## src/hw/bp_pkg.sv

```systemverilog
package bp_pkg;

    localparam int HISTORY_DEPTH = 8;
    localparam int PHT_ENTRIES = 1 << HISTORY_DEPTH;   // one counter per history pattern

    localparam int BHT_INDEX_BITS = 6;                 // pc[7:2]
    localparam int BHT_ENTRIES = 1 << BHT_INDEX_BITS;

    localparam int CHOOSER_INDEX_BITS = 6;             // pc[7:2]
    localparam int CHOOSER_ENTRIES = 1 << CHOOSER_INDEX_BITS;

    localparam int BTB_INDEX_BITS = 4;                 // pc[5:2]
    localparam int BTB_ENTRIES = 1 << BTB_INDEX_BITS;
    localparam int BTB_TAG_BITS = 32 - BTB_INDEX_BITS - 2;  // pc[31:6]

    typedef logic [31:0] word_t;
    typedef logic [HISTORY_DEPTH-1:0] history_t;
    typedef logic [1:0] ctr2_t;                        // msb set means taken

    localparam ctr2_t CTR_RESET = 2'd1;                // weakly not taken

    typedef enum logic [1:0] {
        kind_br   = 2'b00,
        kind_jal  = 2'b01,
        kind_jalr = 2'b10
    } br_kind_e;

    typedef struct packed {
        logic                    valid;
        logic [BTB_TAG_BITS-1:0] tag;
        word_t                   target;
        br_kind_e                kind;
    } btb_entry_t;

    // saturating step of a 2-bit counter
    function automatic ctr2_t ctr_next(ctr2_t ctr, logic up);
        if (up) begin
            return (ctr == 2'd3) ? ctr : ctr + 2'd1;
        end
        return (ctr == 2'd0) ? ctr : ctr - 2'd1;
    endfunction

endpackage

```

## src/hw/bp_train_if.sv

```systemverilog
`timescale 1ns/10ps

interface bp_train_if
import bp_pkg::*;
();

    logic     valid;    // one resolved instruction this cycle
    word_t    pc;
    logic     taken;    // resolved direction, branches only
    br_kind_e kind;
    word_t    target;

    modport source (
        output valid, pc, taken, kind, target
    );

    modport sink (
        input valid, pc, taken, kind, target
    );

endinterface : bp_train_if

```

## src/hw/local_predictor.sv

```systemverilog
`timescale 1ns/10ps

module local_predictor
import bp_pkg::*;
(
    input  logic  clk,
    input  logic  rst,
    input  word_t fetch_pc,
    bp_train_if.sink train,
    output logic  local_taken,
    output logic  local_train_taken
);

    history_t bht [BHT_ENTRIES];    // per-pc branch history
    ctr2_t    pht [PHT_ENTRIES];    // local pattern table

    logic [BHT_INDEX_BITS-1:0] fetch_idx;
    logic [BHT_INDEX_BITS-1:0] train_idx;
    history_t fetch_hist;
    history_t train_hist;
    logic     train_br;

    assign fetch_idx = fetch_pc[BHT_INDEX_BITS+1:2];
    assign train_idx = train.pc[BHT_INDEX_BITS+1:2];

    assign fetch_hist = bht[fetch_idx];
    assign train_hist = bht[train_idx];

    // the history picks the counter, msb is the direction
    assign local_taken = pht[fetch_hist][1];
    assign local_train_taken = pht[train_hist][1];

    assign train_br = train.valid && (train.kind == kind_br);   // jumps leave history alone

    always_ff @(posedge clk) begin
        if (rst) begin
            for (int i = 0; i < BHT_ENTRIES; i++) begin
                bht[i] <= '0;
            end
            for (int i = 0; i < PHT_ENTRIES; i++) begin
                pht[i] <= CTR_RESET;
            end
        end else if (train_br) begin
            pht[train_hist] <= ctr_next(pht[train_hist], train.taken);
            bht[train_idx] <= {train_hist[HISTORY_DEPTH-2:0], train.taken};  // newest at lsb
        end
    end

endmodule : local_predictor

```

## src/hw/global_predictor.sv

```systemverilog
`timescale 1ns/10ps

module global_predictor
import bp_pkg::*;
(
    input  logic clk,
    input  logic rst,
    bp_train_if.sink train,
    output logic global_taken,
    output logic global_train_taken
);

    history_t ghr;                  // outcomes of the last branches, newest at lsb
    ctr2_t    pht [PHT_ENTRIES];    // global pattern table

    ctr2_t ghr_ctr;
    logic  train_br;

    assign ghr_ctr = pht[ghr];

    // only the shared history selects the counter, so the fetch and
    // training predictions come from the same entry
    assign global_taken = ghr_ctr[1];
    assign global_train_taken = ghr_ctr[1];

    assign train_br = train.valid && (train.kind == kind_br);

    always_ff @(posedge clk) begin
        if (rst) begin
            ghr <= '0;
            for (int i = 0; i < PHT_ENTRIES; i++) begin
                pht[i] <= CTR_RESET;
            end
        end else if (train_br) begin
            pht[ghr] <= ctr_next(ghr_ctr, train.taken);   // train before the shift
            ghr <= {ghr[HISTORY_DEPTH-2:0], train.taken};
        end
    end

endmodule : global_predictor

```

## src/hw/btb.sv

```systemverilog
`timescale 1ns/10ps

module btb
import bp_pkg::*;
(
    input  logic       clk,
    input  logic       rst,
    input  word_t      fetch_pc,
    bp_train_if.sink   train,
    output logic       hit,
    output btb_entry_t entry
);

    btb_entry_t table_q [BTB_ENTRIES];   // direct mapped

    logic [BTB_INDEX_BITS-1:0] rd_idx;
    logic [BTB_INDEX_BITS-1:0] wr_idx;
    logic [BTB_TAG_BITS-1:0]   rd_tag;
    btb_entry_t rd_entry;
    btb_entry_t wr_entry;

    assign rd_idx = fetch_pc[BTB_INDEX_BITS+1:2];
    assign rd_tag = fetch_pc[31:BTB_INDEX_BITS+2];
    assign wr_idx = train.pc[BTB_INDEX_BITS+1:2];

    assign rd_entry = table_q[rd_idx];
    assign entry = rd_entry;
    assign hit = rd_entry.valid && (rd_entry.tag == rd_tag);

    always_comb begin
        wr_entry.valid = 1'b1;
        wr_entry.tag = train.pc[31:BTB_INDEX_BITS+2];
        wr_entry.kind = train.kind;
        if (train.kind == kind_jalr) begin
            wr_entry.target = {train.target[31:1], 1'b0};   // jalr drops bit 0
        end else begin
            wr_entry.target = train.target;
        end
    end

    // every resolved control-flow instruction claims its slot
    always_ff @(posedge clk) begin
        if (rst) begin
            for (int i = 0; i < BTB_ENTRIES; i++) begin
                table_q[i] <= '0;
            end
        end else if (train.valid) begin
            table_q[wr_idx] <= wr_entry;
        end
    end

endmodule : btb

```

## src/hw/tournament_chooser.sv

```systemverilog
`timescale 1ns/10ps

module tournament_chooser
import bp_pkg::*;
(
    input  logic       clk,
    input  logic       rst,
    input  word_t      fetch_pc,
    bp_train_if.sink   train,
    input  logic       local_taken,
    input  logic       local_train_taken,
    input  logic       global_taken,
    input  logic       global_train_taken,
    input  logic       hit,
    input  btb_entry_t entry,
    output logic       pred_taken,
    output logic       pred_hit,
    output logic       pred_use_global,
    output br_kind_e   pred_kind,
    output word_t      pred_target,
    output word_t      pred_next_pc
);

    ctr2_t choice [CHOOSER_ENTRIES];    // msb set favors global

    logic [CHOOSER_INDEX_BITS-1:0] fetch_idx;
    logic [CHOOSER_INDEX_BITS-1:0] train_idx;
    logic  chosen_taken;
    word_t seq_pc;
    logic  local_right;
    logic  global_right;
    logic  train_update;

    assign fetch_idx = fetch_pc[CHOOSER_INDEX_BITS+1:2];
    assign train_idx = train.pc[CHOOSER_INDEX_BITS+1:2];

    assign pred_use_global = choice[fetch_idx][1];
    assign chosen_taken = pred_use_global ? global_taken : local_taken;

    // jumps in the btb are always taken
    assign pred_taken = hit && ((entry.kind != kind_br) || chosen_taken);
    assign pred_hit = hit;
    assign pred_kind = entry.kind;
    assign pred_target = entry.target;

    assign seq_pc = fetch_pc + 32'd4;
    assign pred_next_pc = pred_taken ? entry.target : seq_pc;

    assign local_right = (local_train_taken == train.taken);
    assign global_right = (global_train_taken == train.taken);

    // only move when the two predictors disagree on being right
    assign train_update = train.valid && (train.kind == kind_br)
                          && (local_right != global_right);

    always_ff @(posedge clk) begin
        if (rst) begin
            for (int i = 0; i < CHOOSER_ENTRIES; i++) begin
                choice[i] <= CTR_RESET;
            end
        end else if (train_update) begin
            choice[train_idx] <= ctr_next(choice[train_idx], global_right);  // up is global
        end
    end

endmodule : tournament_chooser

```

## src/hw/branch_predictor.sv

```systemverilog
`timescale 1ns/10ps

module branch_predictor
import bp_pkg::*;
(
    input  logic     clk,
    input  logic     rst,
    input  word_t    fetch_pc,
    input  logic     train_valid,
    input  word_t    train_pc,
    input  logic     train_taken,
    input  br_kind_e train_kind,
    input  word_t    train_target,
    output logic     pred_taken,
    output logic     pred_hit,
    output logic     pred_use_global,
    output br_kind_e pred_kind,
    output word_t    pred_target,
    output word_t    pred_next_pc
);

    bp_train_if train ();

    logic       local_taken;
    logic       local_train_taken;
    logic       global_taken;
    logic       global_train_taken;
    logic       btb_hit;
    btb_entry_t btb_entry;

    // resolved instruction fans out to every table
    assign train.valid = train_valid;
    assign train.pc = train_pc;
    assign train.taken = train_taken;
    assign train.kind = train_kind;
    assign train.target = train_target;

    local_predictor local_predictor (
        .clk(clk),
        .rst(rst),
        .fetch_pc(fetch_pc),
        .train(train.sink),
        .local_taken(local_taken),
        .local_train_taken(local_train_taken)
    );

    global_predictor global_predictor (
        .clk(clk),
        .rst(rst),
        .train(train.sink),
        .global_taken(global_taken),
        .global_train_taken(global_train_taken)
    );

    btb btb (
        .clk(clk),
        .rst(rst),
        .fetch_pc(fetch_pc),
        .train(train.sink),
        .hit(btb_hit),
        .entry(btb_entry)
    );

    tournament_chooser tournament_chooser (
        .clk(clk),
        .rst(rst),
        .fetch_pc(fetch_pc),
        .train(train.sink),
        .local_taken(local_taken),
        .local_train_taken(local_train_taken),
        .global_taken(global_taken),
        .global_train_taken(global_train_taken),
        .hit(btb_hit),
        .entry(btb_entry),
        .pred_taken(pred_taken),
        .pred_hit(pred_hit),
        .pred_use_global(pred_use_global),
        .pred_kind(pred_kind),
        .pred_target(pred_target),
        .pred_next_pc(pred_next_pc)
    );

endmodule : branch_predictor

```

## config.mk

```make
export PLATFORM = sky130hd
export DESIGN_NAME = branch_predictor
export DESIGN_NICKNAME = d
export VERILOG_FILES = /design/src/hw/bp_pkg.sv /design/src/hw/bp_train_if.sv /design/src/hw/local_predictor.sv /design/src/hw/global_predictor.sv /design/src/hw/btb.sv /design/src/hw/tournament_chooser.sv /design/src/hw/branch_predictor.sv
export SDC_FILE = /design/constraint.sdc
export NUM_CORES = 2
export LEC_CHECK = 0
export BUFFER_PORTS_ARGS = -buffer_cell sky130_fd_sc_hd__buf_2
export CAP_MARGIN = 20
export CORE_MARGIN = 2
export CORE_UTILIZATION = 35
export DETAILED_ROUTE_END_ITERATION = 12
export REMOVE_ABC_BUFFERS = 1
export SYNTH_ARGS = -nofsm -noshare
export SYNTH_HDL_FRONTEND = slang
export SYNTH_SLANG_ARGS = --single-unit
```

## constraint.sdc

```tcl
create_clock -name clk -period 7 [get_ports clk]
set_clock_uncertainty 0.1 [all_clocks]
set_input_delay 0.35 -clock clk [delete_from_list [all_inputs] [get_ports clk]]
set_output_delay 0.35 -clock clk [all_outputs]
set_load 0.005 [all_outputs]
```

==> flow_summary.yaml <==
sta:
  layout_min_cycle_time_ns: 6.86
  finalCritPeriodShare_pct: 98.1
  max_freq_mhz: 146
  relSlewSlack_pct: 23.0
  tightest_slew_ns: 1.15
  rsz0062_at_grt: "false"
  slew_viol_final: 0
  setup_violations: 0
  fin_tns_setup_ns: 0
  hold_viol: 0
routing:
  vias: 90252
  routed_wl_um: 421000
  ant_nets: 0
  dr.max_layer_used: "met5"
  met1Wirelength_um: 160000
  drt_iter0_markers: 12424
  dr.pass1.iters: 9
  wire_per_inst_um: 28.0
  dr_wl_met2_um: 200000
  wl_met3_um: 44000
  post-route-drc-count: 0
  vias_per_cell: 6.00
clock_tree:
  numCtsBuffers: 295
  cts_tree: "yes"
  clkSinkCount: 2656
  clk_pin_slew_ns: 0.06
  postCtsSetupBuffers: 0
  clockBufferDepth: 4
  cts-root-buf: "clkbuf_16"
  clock_latency_ns: 0.95
  htree_levels: 5
power:
  vdd_drop_max_uv: 206
  p_leak_nw: 49.3
  p_per_area_nw_per_um2: 263
global_routing:
  grt_max_degree: 231
  grt_first_pass_wirelength_um: 613000
  grt_pass1_vias: 89311
  antenna_found_initial: 25
  track_usage_pct: 21.4
  overflow: 0
synthesis:
  synth_cell_types: 84
  synthFlopType: "edfxtp_1"
  postSynth.asyncResetShare_pct: 0
  syn_area_um2: 133000
  syn_area_per_cell_um2: 13.3
  synth_warnings: 0
  synth-seq-cells: 2656
  synth-edff-count: 2624
  yosysSeqAreaShare_pct: 59.9
  synthCells: 10015
floorplan:
  rows: 226
  core_um2: 378000
  die_y_um: 620
  initial_utilization_pct: 35.1
  dieArea_um2: 384000
  io-pin-count: 171
  die_w_um: 620
flow_run:
  cap_violations: 0
layout:
  utilization_pct: 39.5
  layout-drive-gt1-share_pct: 21.8
  layout_commonest_cell: "edfxtp_1"
  finalNetCount: 9896
  syn_to_final_growth_pct: 12.6
  layout_common_cells: "2624 x edfxtp_1, 920 x nor2_1, 875 x nand2_1"
placement:
  place.gp.congestion: 0.916
  port-buffer-count: 168
  post-dp-hpwl_um: 255000
min_path:
  min_path_type: "in2reg"
setup_path:
  start_kind: "flip-flop"
  cp_data_required_time_ns: 6.55
  worst-path-max-fanout: 22
  critical_path_arrival_ns: 6.41
  slowest_stage: "nor2_4"
  max_stage_delay_ns: 0.79
  crit_path_end_kind: "output pin"
  cp_cell_sequence: "mux4_2 > a22oi_1 > a311oi_1 > or4_1 > nor2_4 > buf_4 > nand3_1 > a31oi_1 > a2111oi_0 > a31oi_1 > buf_4 > a211o_1 > buf_12 > a41o_2 > buf_12 > mux2_1 > buf_2"
  timing_worst_setup_path_type: "reg2out"
run_status:
  status: "complete, no violations"
cells by family (layout without fill, tap and decap cells):
group | after synthesis | count (layout) | synth area share (%)
and+or+nand+nor | 4022 | 4023 | 15.4
adders and majority gates | 6 | 6 | 0.0490
muxes | 1075 | 1075 | 15.8
DFF | 2656 | 2656 | 59.9
other | 0 | 7 | 0
buffers and inverters | 1190 | 1192 | 3.84
xor gates and xnor gates | 55 | 55 | 0.363
AOI/OAI and AO/OA | 1011 | 1011 | 4.69
worst paths after layout:
| path | from | endpoint | cells after the start | slack, ns |
|---|---|---|---|---|
| max reg2reg | local_predictor.bht[19][6]$_SDFFCE_PN0P_ | local_predictor.pht[39][1]$_SDFFCE_PN0P_ | 15 | 0.83 |
| max | local_predictor.bht[16][2]$_SDFFCE_PN0P_ | pred_next_pc[24] | 17 | 0.14 |
| min reg2reg | btb.table_q[14][60]$_SDFFE_PP1P_ | btb.table_q[14][60]$_SDFFE_PP1P_ | 2 | 0.36 |
| min | train_valid | flip-flop | 5 | 0.1 |
what timing repair did:
action,4_1_cts,5_1_grt
endpoints found under the hold margin,927,2
gates resized for setup,0,3
setup endpoints to repair,0,32
hold buffers,59,1
critical path: cells and delay by family, from the launching register on:
family	cells	cell delay, ns
and+or+nand+nor	3	1.52
AOI/OAI and AO/OA	7	1.60
muxes	2	0.89
buffers and inverters	5	0.94
DFF	1	0.42
area by class of cell:
class | instances | area [µm²]
Fill cell | 34928 | 229000
Sequential cell | 2656 | 79400
Multi-Input combinational cell | 6170 | 48700
Clock buffer | 360 | 7820
Tap cell | 5016 | 6280
Timing Repair Buffer | 646 | 5590
Clock inverter | 162 | 1450
Inverter | 24 | 105
Antenna cell | 7 | 17.5
state kept, by name, summed over array words and instances (netlist names), named ones only:
register	flops
btb.table_q	976
global_predictor.pht	512
local_predictor.bht	512
local_predictor.pht	512
tournament_chooser.choice	128
global_predictor.ghr	8
cells in the mapped netlist (68+ instances only):
cell type	n	area, µm²
nor3_2	240	2400
buf_2	159	796
and3_1	706	4420
a22oi_1	68	510
nor3_1	335	1680
mux2i_1	222	2220
nand2_1	909	3410
o21ai_0	548	2740
a21o_1	70	526
buf_1	85	319
nor2_1	944	3540
edfxtp_1	2624	78800
a211oi_1	79	593
and2_1	242	1510
clkbuf_1	850	3190
mux4_2	809	18200
nand3_1	484	2420
power by group:
| group | internal (mW) | switching, mW |
|---|---|---|
| clock network | 8.58 | 6.64 |
| registers | 18.1 | 0.214 |
| logic | 1.80 | 3.95 |
stage by stage:
step / hold slack [ns] / instance area [µm²] / total power, mW / setup slack, ns / instances
global placement: 0.332 / 139000 / 24.1 / 0.295 / 14430
detailed placement: 0.346 / 139000 / 24.2 / 0.272 / 14436
CTS: 0.0530 / 149000 / 39.3 / 0.000400 / 15017
finish: 0.0994 / 149000 / 39.2 / 0.135 / 15041
global route: 0.0917 / 149000 / 40.2 / 0.00841 / 15037
floorplan: 0.326 / 128000 / 21.5 / -9.23 / 8849
metal layers:
| metal | global-route usage, % | vias up |
|---|---|---|
| li1 | - | 37716 |
| met1 | 28.4 | 46346 |
| met2 | 34.7 | 5257 |
| met3 | 4.09 | 925 |
| met4 | 7.77 | 8 |
| met5 | 0 | - |
No activity file was read; power rests on OpenSTA's default activity.
